`config.mk`:
```
export PLATFORM = sky130hd
export DESIGN_NAME = latency_model_top
export DESIGN_NICKNAME = d
export VERILOG_FILES = /design/src/source/lat_pkg.sv /design/src/source/latency_model_top.sv /design/src/source/flow_ctrl.sv /design/src/source/slot_array.sv /design/src/source/delay_gen.sv /design/src/source/req_fifo.sv
export VERILOG_INCLUDE_DIRS = /design/src /design/src/source
export SDC_FILE = /design/constraint.sdc
export NUM_CORES = 1
export LEC_CHECK = 0
export ABC_AREA = 0
export CORE_UTILIZATION = 40
export CTS_BUF_LIST = sky130_fd_sc_hd__clkbuf_8
export DETAILED_ROUTE_END_ITERATION = 8
export DONT_BUFFER_PORTS = 1
export GPL_TIMING_DRIVEN = 0
export SETUP_SLACK_MARGIN = 0.2
export SLEW_MARGIN = 20
export SYNTH_ARGS = -nofsm -noshare
export SYNTH_HDL_FRONTEND = slang
export SYNTH_SLANG_ARGS = --single-unit
```
`constraint.sdc`:
```
create_clock -name clk -period 8.8 [get_ports clk]
set_input_delay 1.76 -clock clk [delete_from_list [all_inputs] [get_ports clk]]
set_output_delay 1.76 -clock clk [all_outputs]
set_load 0.01 [all_outputs]
```
`src/source/lat_params.svh`:
```
`ifndef LAT_PARAMS_SVH
`define LAT_PARAMS_SVH

// Request fields
`define LAT_META_W 16
`define LAT_DATA_W 32
`define LAT_TID_W 16

// Latency slot array
`define LAT_SLOTS 8
`define LAT_CTR_W 6

// Queue geometry, almost full at this many free entries
`define LAT_FIFO_DEPTH_LOG2 3
`define LAT_FIFO_ALMFULL 2

// Per-type delay range, min plus (random & mask)
`define LAT_RDLINE_MIN 8
`define LAT_RDLINE_MASK 7
`define LAT_WRLINE_MIN 4
`define LAT_WRLINE_MASK 7
`define LAT_WRTHRU_MIN 4
`define LAT_WRTHRU_MASK 7
`define LAT_INTR_MIN 2
`define LAT_INTR_MASK 3
`define LAT_UNDEF_DELAY 20

`endif
```
`src/source/lat_pkg.sv`:
```
`include "lat_params.svh"

package lat_pkg;

   // Request type, low three bits of meta
   // Codes 5 to 7 are undefined types
   typedef enum logic [2:0] {
      RDLINE  = 3'd0,
      WRLINE  = 3'd1,
      WRTHRU  = 3'd2,
      WRFENCE = 3'd3,
      INTR    = 3'd4
   } req_type_e;

   // Request as written by the producer
   // Input queue payload, 48 bits
   typedef struct packed {
      logic [`LAT_META_W-1:0] meta;
      logic [`LAT_DATA_W-1:0] data;
   } req_t;

   // Request with its tracking id
   // Slot and output queue payload, 64 bits
   typedef struct packed {
      logic [`LAT_TID_W-1:0] tid;
      req_t                  req;
   } tagged_t;

endpackage

```
`src/source/latency_model_top.sv`:
```
`timescale 1ns/1ps
`include "lat_params.svh"

// Latency model for a memory request channel
module latency_model_top (
   input  logic                   clk,
   input  logic                   rst,
   // Writer side
   input  lat_pkg::req_t          req_i,
   input  logic                   write_i,
   output logic                   full_o,
   // Reader side
   output logic [`LAT_TID_W-1:0]  tid_o,
   output logic [`LAT_META_W-1:0] meta_o,
   output logic [`LAT_DATA_W-1:0] data_o,
   output logic                   valid_o,
   input  logic                   read_i,
   // Status
   output logic                   empty_o,
   output logic                   overflow_o,
   output logic                   underflow_o
);

   lat_pkg::req_t         in_head;
   logic                  in_valid;
   logic                  in_ovf;
   logic                  in_unf;
   lat_pkg::req_type_e    head_type;
   lat_pkg::tagged_t      slot_out;
   lat_pkg::tagged_t      out_head;
   logic                  out_almfull;
   logic                  out_ovf;
   logic                  out_unf;
   logic                  in_pop;
   logic                  slot_push;
   logic                  slot_pop;
   logic                  any_free;
   logic                  any_ready;
   logic                  all_idle;
   logic [`LAT_CTR_W-1:0] delay;

   // Input queue, almost full is the writer's stop level
   req_fifo #(
      .payload_t (lat_pkg::req_t)
   ) in_fifo (
      .clk         (clk),
      .rst         (rst),
      .wr_i        (write_i),
      .din_i       (req_i),
      .rd_i        (in_pop),
      .dout_o      (in_head),
      .valid_o     (in_valid),
      .almfull_o   (full_o),
      .overflow_o  (in_ovf),
      .underflow_o (in_unf)
   );

   // Type code sits in the low meta bits
   assign head_type = lat_pkg::req_type_e'(in_head.meta[2:0]);

   delay_gen delay_gen_i (
      .clk       (clk),
      .rst       (rst),
      .advance_i (slot_push),
      .type_i    (head_type),
      .delay_o   (delay)
   );

   slot_array slot_array_i (
      .clk         (clk),
      .rst         (rst),
      .push_i      (slot_push),
      .req_i       (in_head),
      .delay_i     (delay),
      .pop_i       (slot_pop),
      .out_o       (slot_out),
      .any_free_o  (any_free),
      .any_ready_o (any_ready),
      .all_idle_o  (all_idle)
   );

   flow_ctrl flow_ctrl_i (
      .clk           (clk),
      .rst           (rst),
      .head_valid_i  (in_valid),
      .head_type_i   (head_type),
      .any_free_i    (any_free),
      .any_ready_i   (any_ready),
      .all_idle_i    (all_idle),
      .out_empty_i   (!valid_o),
      .out_almfull_i (out_almfull),
      .in_pop_o      (in_pop),
      .slot_push_o   (slot_push),
      .slot_pop_o    (slot_pop)
   );

   // Output queue, order set by slot completion
   req_fifo #(
      .payload_t (lat_pkg::tagged_t)
   ) out_fifo (
      .clk         (clk),
      .rst         (rst),
      .wr_i        (slot_pop),
      .din_i       (slot_out),
      .rd_i        (read_i),
      .dout_o      (out_head),
      .valid_o     (valid_o),
      .almfull_o   (out_almfull),
      .overflow_o  (out_ovf),
      .underflow_o (out_unf)
   );

   assign tid_o  = out_head.tid;
   assign meta_o = out_head.req.meta;
   assign data_o = out_head.req.data;

   assign empty_o     = !valid_o;
   assign overflow_o  = in_ovf || out_ovf;
   assign underflow_o = in_unf || out_unf;

endmodule

```
`src/source/flow_ctrl.sv`:
```
`timescale 1ns/1ps
`include "lat_params.svh"

// Pop and push decisions plus fence trap
module flow_ctrl (
   input  logic               clk,
   input  logic               rst,
   input  logic               head_valid_i,
   input  lat_pkg::req_type_e head_type_i,
   input  logic               any_free_i,
   input  logic               any_ready_i,
   input  logic               all_idle_i,
   input  logic               out_empty_i,
   input  logic               out_almfull_i,
   output logic               in_pop_o,
   output logic               slot_push_o,
   output logic               slot_pop_o
);

   typedef enum logic [1:0] {
      FC_PASS,
      FC_WAIT,
      FC_DROP
   } fence_state_e;

   fence_state_e state_q;
   logic         head_fence;
   logic         head_move;

   assign head_fence = head_valid_i && (head_type_i == lat_pkg::WRFENCE);

   // Ordinary head goes to a slot only in pass state
   assign head_move = (state_q == FC_PASS) && head_valid_i && !head_fence && any_free_i;

   // Fence leaves the input queue alone, no slot taken
   assign in_pop_o    = head_move || (state_q == FC_DROP && head_valid_i);
   assign slot_push_o = head_move;

   // Drain ready slots while the output queue has room
   assign slot_pop_o = any_ready_i && !out_almfull_i;

   always_ff @(posedge clk) begin
      if (rst) begin
         state_q <= FC_PASS;
      end else begin
         case (state_q)
            FC_PASS: begin
               // Fence at head blocks further pops
               if (head_fence) begin
                  state_q <= FC_WAIT;
               end
            end
            FC_WAIT: begin
               // Everything older has left slots and output queue
               if (all_idle_i && out_empty_i) begin
                  state_q <= FC_DROP;
               end
            end
            FC_DROP: state_q <= FC_PASS;
            default: state_q <= FC_PASS;
         endcase
      end
   end

endmodule

```
`src/source/slot_array.sv`:
```
`timescale 1ns/1ps
`include "lat_params.svh"

// Latency slots, each one counts down its own delay
module slot_array (
   input  logic                  clk,
   input  logic                  rst,
   input  logic                  push_i,
   input  lat_pkg::req_t         req_i,
   input  logic [`LAT_CTR_W-1:0] delay_i,
   input  logic                  pop_i,
   output lat_pkg::tagged_t      out_o,
   output logic                  any_free_o,
   output logic                  any_ready_o,
   output logic                  all_idle_o
);

   localparam int SLOTS = `LAT_SLOTS;
   localparam int IW    = $clog2(SLOTS);

   typedef enum logic [1:0] {
      SLOT_IDLE,
      SLOT_COUNT,
      SLOT_READY
   } slot_state_e;

   slot_state_e            state_q [SLOTS];
   logic [`LAT_CTR_W-1:0]  ctr_q [SLOTS];
   lat_pkg::tagged_t       entry_q [SLOTS];
   logic [`LAT_TID_W-1:0]  tid_q;
   logic [SLOTS-1:0]       idle_vec;
   logic [SLOTS-1:0]       ready_vec;
   logic [IW-1:0]          free_idx;
   logic [IW-1:0]          ready_idx;

   // Per-slot flags
   always_comb begin
      for (int i = 0; i < SLOTS; i++) begin
         idle_vec[i]  = (state_q[i] == SLOT_IDLE);
         ready_vec[i] = (state_q[i] == SLOT_READY);
      end
   end

   // Lowest free and lowest ready slot
   // Scan downwards so the last hit is the lowest index
   always_comb begin
      free_idx  = '0;
      ready_idx = '0;
      for (int i = SLOTS - 1; i >= 0; i--) begin
         if (idle_vec[i]) begin
            free_idx = IW'(i);
         end
         if (ready_vec[i]) begin
            ready_idx = IW'(i);
         end
      end
   end

   assign any_free_o  = |idle_vec;
   assign any_ready_o = |ready_vec;
   assign all_idle_o  = &idle_vec;
   assign out_o       = entry_q[ready_idx];

   // Payload and countdown
   always_ff @(posedge clk) begin
      for (int i = 0; i < SLOTS; i++) begin
         if (push_i && idle_vec[i] && free_idx == IW'(i)) begin
            entry_q[i] <= '{tid: tid_q, req: req_i};
            ctr_q[i]   <= delay_i;
         end else if (state_q[i] == SLOT_COUNT && ctr_q[i] != '0) begin
            ctr_q[i] <= ctr_q[i] - 1'b1;
         end
      end
   end

   // Slot states and tid counter
   always_ff @(posedge clk) begin
      if (rst) begin
         tid_q <= '0;
         for (int i = 0; i < SLOTS; i++) begin
            state_q[i] <= SLOT_IDLE;
         end
      end else begin
         // Tids count pushes, fences never get one
         if (push_i) begin
            tid_q <= tid_q + 1'b1;
         end
         for (int i = 0; i < SLOTS; i++) begin
            case (state_q[i])
               SLOT_IDLE: begin
                  if (push_i && free_idx == IW'(i)) begin
                     state_q[i] <= SLOT_COUNT;
                  end
               end
               SLOT_COUNT: begin
                  // Ready one cycle after reaching zero
                  if (ctr_q[i] == '0) begin
                     state_q[i] <= SLOT_READY;
                  end
               end
               SLOT_READY: begin
                  if (pop_i && ready_idx == IW'(i)) begin
                     state_q[i] <= SLOT_IDLE;
                  end
               end
               default: state_q[i] <= SLOT_IDLE;
            endcase
         end
      end
   end

endmodule

```
`src/source/delay_gen.sv`:
```
`timescale 1ns/1ps
`include "lat_params.svh"

// Pseudo-random delay per request type
module delay_gen (
   input  logic                   clk,
   input  logic                   rst,
   input  logic                   advance_i,
   input  lat_pkg::req_type_e     type_i,
   output logic [`LAT_CTR_W-1:0]  delay_o
);

   localparam int CTR_W = `LAT_CTR_W;

   // x^16 + x^14 + x^13 + x^11 + 1, right-shifting Galois form
   localparam logic [15:0] LFSR_TAPS = 16'hB400;
   localparam logic [15:0] LFSR_SEED = 16'hACE1;

   localparam logic [CTR_W-1:0] RDLINE_MIN  = `LAT_RDLINE_MIN;
   localparam logic [CTR_W-1:0] RDLINE_MASK = `LAT_RDLINE_MASK;
   localparam logic [CTR_W-1:0] WRLINE_MIN  = `LAT_WRLINE_MIN;
   localparam logic [CTR_W-1:0] WRLINE_MASK = `LAT_WRLINE_MASK;
   localparam logic [CTR_W-1:0] WRTHRU_MIN  = `LAT_WRTHRU_MIN;
   localparam logic [CTR_W-1:0] WRTHRU_MASK = `LAT_WRTHRU_MASK;
   localparam logic [CTR_W-1:0] INTR_MIN    = `LAT_INTR_MIN;
   localparam logic [CTR_W-1:0] INTR_MASK   = `LAT_INTR_MASK;
   localparam logic [CTR_W-1:0] UNDEF_DELAY = `LAT_UNDEF_DELAY;

   logic [15:0]      lfsr_q;
   logic [CTR_W-1:0] rnd;

   // One step per slot push
   always_ff @(posedge clk) begin
      if (rst) begin
         lfsr_q <= LFSR_SEED;
      end else if (advance_i) begin
         lfsr_q <= {1'b0, lfsr_q[15:1]} ^ (lfsr_q[0] ? LFSR_TAPS : 16'h0000);
      end
   end

   assign rnd = lfsr_q[CTR_W-1:0];

   always_comb begin
      case (type_i)
         lat_pkg::RDLINE: delay_o = RDLINE_MIN + (rnd & RDLINE_MASK);
         lat_pkg::WRLINE: delay_o = WRLINE_MIN + (rnd & WRLINE_MASK);
         lat_pkg::WRTHRU: delay_o = WRTHRU_MIN + (rnd & WRTHRU_MASK);
         lat_pkg::INTR:   delay_o = INTR_MIN + (rnd & INTR_MASK);
         // Fence is dropped before any push, lumped with unknown codes
         default:         delay_o = UNDEF_DELAY;
      endcase
   end

endmodule

```
`src/source/req_fifo.sv`:
```
`timescale 1ns/1ps
`include "lat_params.svh"

// Show-ahead queue, head visible while valid_o is high
module req_fifo #(
   parameter type payload_t = lat_pkg::req_t
) (
   input  logic     clk,
   input  logic     rst,
   input  logic     wr_i,
   input  payload_t din_i,
   input  logic     rd_i,
   output payload_t dout_o,
   output logic     valid_o,
   output logic     almfull_o,
   output logic     overflow_o,
   output logic     underflow_o
);

   localparam int AW    = `LAT_FIFO_DEPTH_LOG2;
   localparam int DEPTH = 1 << AW;
   // Occupancy at which only the threshold of free entries is left
   localparam logic [AW:0] ALM_LEVEL = (AW+1)'(DEPTH - `LAT_FIFO_ALMFULL);

   payload_t      mem [DEPTH];
   logic [AW-1:0] wr_ptr;
   logic [AW-1:0] rd_ptr;
   logic [AW:0]   count;
   logic          full;
   logic          empty;
   logic          do_wr;
   logic          do_rd;

   assign full  = (count == (AW+1)'(DEPTH));
   assign empty = (count == '0);

   // Bad accesses are dropped
   assign do_wr = wr_i && !full;
   assign do_rd = rd_i && !empty;

   // Head shown straight from storage
   assign dout_o    = mem[rd_ptr];
   assign valid_o   = !empty;
   assign almfull_o = (count >= ALM_LEVEL);

   always_ff @(posedge clk) begin
      if (do_wr) begin
         mem[wr_ptr] <= din_i;
      end
   end

   always_ff @(posedge clk) begin
      if (rst) begin
         wr_ptr      <= '0;
         rd_ptr      <= '0;
         count       <= '0;
         overflow_o  <= 1'b0;
         underflow_o <= 1'b0;
      end else begin
         if (do_wr) begin
            wr_ptr <= wr_ptr + 1'b1;
         end
         if (do_rd) begin
            rd_ptr <= rd_ptr + 1'b1;
         end
         // Occupancy, unchanged on simultaneous push and pop
         case ({do_wr, do_rd})
            2'b10:   count <= count + 1'b1;
            2'b01:   count <= count - 1'b1;
            default: count <= count;
         endcase
         // One-cycle error strobes
         overflow_o  <= wr_i && full;
         underflow_o <= rd_i && empty;
      end
   end

endmodule

```
==> impl_metrics.toml, run 1 <==
[die]
dieHeight_um = 390
die_w_um = 390
die_area_um2 = 152000
io_pins = 121
initial_utilization_pct = 40.3
rows = 142
core_um2 = 150000

[layout]
syn2layout_area_growth_pct = 14.7
drive_gt1_share_pct = 22.7
final_common_cell = "edfxtp_1"
final_cell_mix = "edfxtp_1 (1472), nand3_1 (269), clkbuf_8 (249)"
nNetsFinal = 3804
utilization_pct = 46.2
finalNonFillerCells = 5939

[routing]
drc = 0
wl_mm = 136
routed_via_density = 5.25
vias = 31200
initialDrtViolationCount = 2672
firstDrtPassIters = 5
wl_per_cell_um = 22.9
ant_nets = 0

[place]
gp_congestion = 0.807
port_buffers = 0
dp_hpwl_mm = 91.0
dp_cells = 5482

[clocking]
clk_pin_slew_ns = 0.06
clock-sinks = 1536
holdBufCountCts = 0
cts_tree = "yes"
cts_resized = 0
cts_made_buffers = 237
ctsLongestPathBuffers = 3
h-tree-depth = 4
clkLatencyLatePin_ns = 0.95
cts-root-buf = "clkbuf_8"
cts_setup_buffers = 0

[worst_setup_path]
critPathMaxFanout = 10
worst-setup-path-type = "reg -> out"
critPathLaunchType = "flop"
critPathArrivalTime_ns = 3.65
crit_path_end_kind = "primary output"
required_ns = 7.04

[global_route]
grt_pass1_wl_mm = 203
overflow = 0
grt_pass1_vias = 32000
grt_usage_pct = 17.9
grt_max_degree = 37
antenna_found_initial = 1

[logic_synthesis]
syn_inst = 3297
synth_mux_area_share_pct = 12.9
ys.flop_type = "edfxtp_1"
synthSimpleGateAreaFrac_pct = 4.97
ys_types = 61
synth_fa_ha_area_share_pct = 0.594
synth_edf_count = 1472
synth_xor_area_share_pct = 0.916
postSynthAreaPerCell_um2 = 18.3
ys_seq_area_share_pct = 75.5
yosysWarnings = 0
synth-compound-area-share_pct = 3.63
ys_seq_elements = 1536
synth_top_area_cell = "edfxtp_1"
synth_top_family_by_area = "multiplexers"
async_flop_share_pct = 0
synth_area_um2 = 60200
synth_top_area_share_pct = 73.4
yosys-top-cells-area = "edfxtp_1 (73%), mux4_2 (8.4%), mux2i_1 (2.4%)"

[run_status]
status = "finished, final reports clean"

[timing]
fmax_mhz = 185
hold_viol = 0
timing.final.crit_share_pct = 61.5
maxSlewViolCount = 0
skew_ns = 0.0559
maxSlewHeadroom_pct = 18.5
rsz0062_at_grt = "false"
setup_viol = 0
tightest_slew_ns = 1.22
finalCriticalPeriod_ns = 5.41

[job]
cap_violations = 0

[pwr]
p_per_area_nw_per_um2 = 319
p_leak_nw = 22.7
irDropWorstVdd_uv = 207

[worst_hold_path]
hold_path.class = "reg -> reg"
## metal layers
| metal | global-route usage, % | routed length, um | vias up |
|---|---|---|---|
| met1 | 24.8 | 60900 | 16000 |
| met5 | 0 | 0 | - |
| li1 | - | - | 14100 |
| met3 | 4.31 | 8850 | 183 |
| met4 | 4.93 | 2430 | 0 |
| met2 | 28.2 | 63900 | 859 |
## Yosys cell counts (all sizes together), types with 2 or more instances
cell and count:
or4 3, nor3 30, xnor2 15, or3 7
buf 60, o21ai 154, a221oi 64, nand4 10
mux2 110, and2 4, a21o 7, ha 27
nand4bb 2, a21oi 112, nand2b 20, nor4b 3
mux2i 145, nor4 8, nor2b 4, and3 9
o31ai 2, edfxtp 1472, nand3b 11, inv 29
nand2 86, xor2 48, dfxtp 64, a211o 2
a211oi 4, nor3b 16, clkbuf 137, o22a 4
nand3 269, a2111oi 2, o21ba 2, mux4 224
o21a 2, o22ai 3, nor2 111, o211ai 2
or2 5
## path summary, 6_finish.rpt
path	startpoint	to	slack (ns)	cells past startpoint
worst min register to register	delay_gen_i.lfsr_q[10]$_SDFFE_PP1N_	delay_gen_i.lfsr_q[9]$_SDFFE_PP0N_	0.45	2
worst min-delay path	delay_gen_i.lfsr_q[10]$_SDFFE_PP1N_	delay_gen_i.lfsr_q[9]$_SDFFE_PP0N_	0.45	2
worst max register to register	slot_array_i.state_q[1][1]$_SDFFCE_PP0P_	out_fifo.mem[1][34]$_DFFE_PP_	4.47	9
worst max-delay path	flop	data_o[11]	3.39	4
## worst max-delay path: stages (launching register included)
cell and delay, ns:
dfxtp_1 0.32, clkbuf_1 0.64, buf_1 0.78, mux4_2 0.61
mux2_2 0.37
## final cells by class
type | instances | area, um2
Timing Repair Buffer | 187 | 1790
Antenna cell | 2 | 5.00
Fill cell | 12800 | 80500
Sequential cell | 1536 | 45500
Tap cell | 2016 | 2520
Clock buffer | 249 | 3430
Clock inverter | 187 | 895
Multi-Input combinational cell | 1536 | 14100
Buffer | 197 | 792
Inverter | 29 | 116
## metrics by stage
step	area [um2]	total power, W	TNS [ns]	hold slack [ns]	setup slack, ns
after floorplan	60200	0.0143	0	0.432	1.73
after global placement	62800	0.0163	-1742.31	0.444	-3.34
after detailed placement	64600	0.0167	0	0.453	4.20
after CTS	68900	0.0221	0	0.455	3.12
after global routing	69100	0.0231	0	0.479	3.10
final	69100	0.0220	0	0.454	3.39
## logic make-up (layout without fill, tap and decap cells)
kind of cell | count (synthesis) | in the layout
DFF | 1536 | 1536
and+or+nand+nor | 600 | 600
muxes | 479 | 479
AOI/OAI and AO/OA | 364 | 364
buffers and inverters | 226 | 849
xor gates and xnor gates | 63 | 63
adders and majority gates | 28 | 28
other | 1 | 4
## sequential cells by signal, summed over array words and instances (netlist names), named ones only
register / cells
delay_gen_i.lfsr_q: 16
in_fifo.underflow_o: 1
slot_array_i.tid_q: 16
out_fifo.rd_ptr: 3
out_fifo.mem: 512
in_fifo.mem: 384
in_fifo.wr_ptr: 3
slot_array_i.state_q: 16
out_fifo.count: 4
slot_array_i.ctr_q: 48
flow_ctrl_i.state_q: 2
in_fifo.overflow_o: 1
slot_array_i.entry_q: 512
in_fifo.rd_ptr: 3
out_fifo.underflow_o: 1
out_fifo.overflow_o: 1
out_fifo.wr_ptr: 3
in_fifo.count: 4
## power by group
part / switching, W / internal (W)
clock: 0.00273 / 0.00268
combinational: 0.00402 / 0.00225
sequential: 0.000304 / 0.0100
total: 0.00706 / 0.0150
Note: power is estimated with default switching activity, not from simulation.
==> run 2: changes to the inputs <==
==> constraint.sdc (replaced) <==
create_clock -name clk -period 4.4 [get_ports clk]
set_input_delay 0.88 -clock clk [delete_from_list [all_inputs] [get_ports clk]]
set_output_delay 0.88 -clock clk [all_outputs]
set_load 0.01 [all_outputs]
==> impl_metrics.toml, run 2 (same netlist as run 1, synthesis figures left out) <==
[global_route]
grt_pass1_wl_mm = 202
grt_max_degree = 38
antenna_found_initial = 21
overflow = 0
grt_pass1_vias = 31500
grt_usage_pct = 17.8

[timing]
maxSlewViolCount = 0
worst_slack_ns = 0.392
hold_viol = 0
fin_hold_ws_ns = 0.144
skew_ns = 0.0472
tns_ns = 0
finalCriticalPeriod_ns = 4.01
maxSlewHeadroom_pct = 22.7
rsz0062_at_grt = "false"
fmax_mhz = 250
tightest_slew_ns = 1.16
timing.final.crit_share_pct = 91.1
setup_viol = 0

[die]
dieHeight_um = 390
die_area_um2 = 152000
core_um2 = 150000
initial_utilization_pct = 40.3
die_w_um = 390
rows = 142
io_pins = 121

[layout]
nFillCells = 12800
syn2layout_area_growth_pct = 15.8
final_common_cell = "edfxtp_1"
finalInstanceArea_um2 = 69800
seq_area_um2 = 45500
final_cell_mix = "edfxtp_1 (1472), nand3_1 (269), clkbuf_8 (239)"
nNetsFinal = 3801
multi_input_area_um2 = 14300
reg_top3 = "out_fifo.mem x512, slot_array_i.entry_q x512, in_fifo.mem x384"
drive_gt1_share_pct = 22.1

[worst_setup_path]
critPathMaxFanout = 10
crit_path_end_kind = "flop"
critPathLaunchType = "flop"
r2r-end = "out_fifo.mem[1][57]$_DFFE_PP_"
crit_chain = "clkbuf_1, nand2b_1, o21a_1, clkbuf_1, clkbuf_1, nand3_1, nand3_1, a21oi_1, a221oi_1"
crit_slowest_cell = "a221oi_1"
worst-setup-path-type = "reg -> reg"
cpPeakStageDelay_ns = 0.81
reg2reg_depth = 9
r2r-start = "slot_array_i.state_q[1][0]$_SDFFCE_PP0P_"
r2r_setup_slack_ns = 0.39
critPathArrivalTime_ns = 4.59
required_ns = 4.98
path_common_cell = "clkbuf_1"

[worst_hold_path]
min_delay_worst_endpoint = "in_fifo.wr_ptr[1]$_SDFFE_PP0P_"
holdPathStages = 2
min-delay-start = "write_i"
hold_path.class = "in -> reg"

[place]
place_area_um2 = 64700
dp_hpwl_mm = 89.9
port_buffers = 0
gp_congestion = 0.800
post-place-ws_ns = -0.174

[pwr]
p_leak_nw = 22.7
p_int_w = 0.0299
irDropWorstVdd_uv = 320
pwr-share-seq_pct = 46.8
p_per_area_nw_per_um2 = 633
power_switching_w = 0.0143
clkPwrFrac_pct = 24.2
p_total_w = 0.0442
switching_share_pct = 32.3
pwr-share-comb_pct = 28.9

[routing]
routed_via_density = 5.27
initialDrtViolationCount = 2488
drc = 0
wl_mm = 135
ant_nets = 0
firstDrtPassIters = 8
wl_per_cell_um = 22.8
vias = 31300

[clocking]
cts-root-buf = "clkbuf_8"
cts_made_buffers = 237
clock-sinks = 1536
ctsLongestPathBuffers = 3
clkLatencyLatePin_ns = 0.95
cts_setup_buffers = 0
clk_pin_slew_ns = 0.07
cts_tree = "yes"
h-tree-depth = 4

[job]
cap_violations = 0

[run_status]
status = "finished, final reports clean"
[run 2: cell count changes in the layout (fill, tap and decap cells not counted), moves of 7 or more]
cell,before,now
buf_8,1,34
buf_1,32,20
buf_2,42,34
clkdlybuf4s15_2,0,11
a221oi_2,10,34
buf_4,107,42
clkbuf_4,12,0
a221oi_1,54,29
clkbuf_8,249,239
inv_1,109,122
diode_2,2,9
dlygate4sd3_1,0,50
clkinv_2,24,13
[run 2: routing by layer]
metal  up-vias  global-route usage, %  part of all wire, %
met5         -                      0                 0.10
met4        22                   5.28                  2.2
met3       235                   3.58                  5.6
met2       850                   28.0                   47
met1     16000                   25.0                   45
li1      14100                      -                    -
[run 2: how the worst max path moves through the flow]
stage               slack [ns]                             to  cells after the start                                startpoint
finish                    0.39  out_fifo.mem[1][57]$_DFFE_PP_                      9  slot_array_i.state_q[1][0]$_SDFFCE_PP0P_
global route              0.21                      meta_o[2]                      3                                      flop
CTS                       0.21                      data_o[9]                      4                                      flop
detailed placement       -0.17  out_fifo.mem[4][24]$_DFFE_PP_                      9  slot_array_i.state_q[1][1]$_SDFFCE_PP0P_
global placement         -3.94   in_fifo.mem[1][23]$_DFFE_PP_                      5             in_fifo.count[1]$_SDFFE_PP0P_
floorplan                -0.51    in_fifo.mem[2][0]$_DFFE_PP_                      2                                   write_i
[run 2: power groups by stage]
stage               clock network [W]  registers, W  logic, W
finish                         0.0107        0.0207    0.0128
global route                   0.0116        0.0209    0.0138
CTS                            0.0110        0.0207    0.0129
detailed placement                  0        0.0210    0.0125
global placement                    0        0.0212    0.0115
floorplan                           0        0.0209   0.00767
[run 2: timing repair]
item / in CTS / in global routing
pin swaps: 0 / 1
resized for setup: 61 / 5
endpoints found under the hold margin: 386 / 0
hold buffers: 50 / 0
setup endpoints to repair: 376 / 43
[run 2: cell type report]
| type | instances | share of cell area [%] |
|---|---|---|
| diodes | 9 | 0.0323 |
| plain buffers | 197 | 1.27 |
| clock buffers | 239 | 4.72 |
| clock inverters | 188 | 1.37 |
| inverters | 29 | 0.167 |
| multi-input cells | 1536 | 20.5 |
| flip-flops and latches | 1536 | 65.2 |
| well taps | 2016 | 3.62 |
| repair buffers | 184 | 3.15 |
[run 2: worst max-delay path: cells and delay by family, from the launching register on]
| kind | cells | cell delay (ns) |
|---|---|---|
| AOI/OAI and AO/OA | 3 | 1.19 |
| buffers and inverters | 3 | 1.63 |
| DFF | 1 | 0.32 |
| and+or+nand+nor | 3 | 0.49 |
[run 2: stage by stage]
stage / cells / util [%]
4_1_cts: 5922 / 46.6
6_report: 5934 / 46.6
5_1_grt: 5931 / 46.6
2_1_floorplan: 3298 / -
3_3_place_gp: 5314 / 42.0
3_5_place_dp: 5445 / 43.2
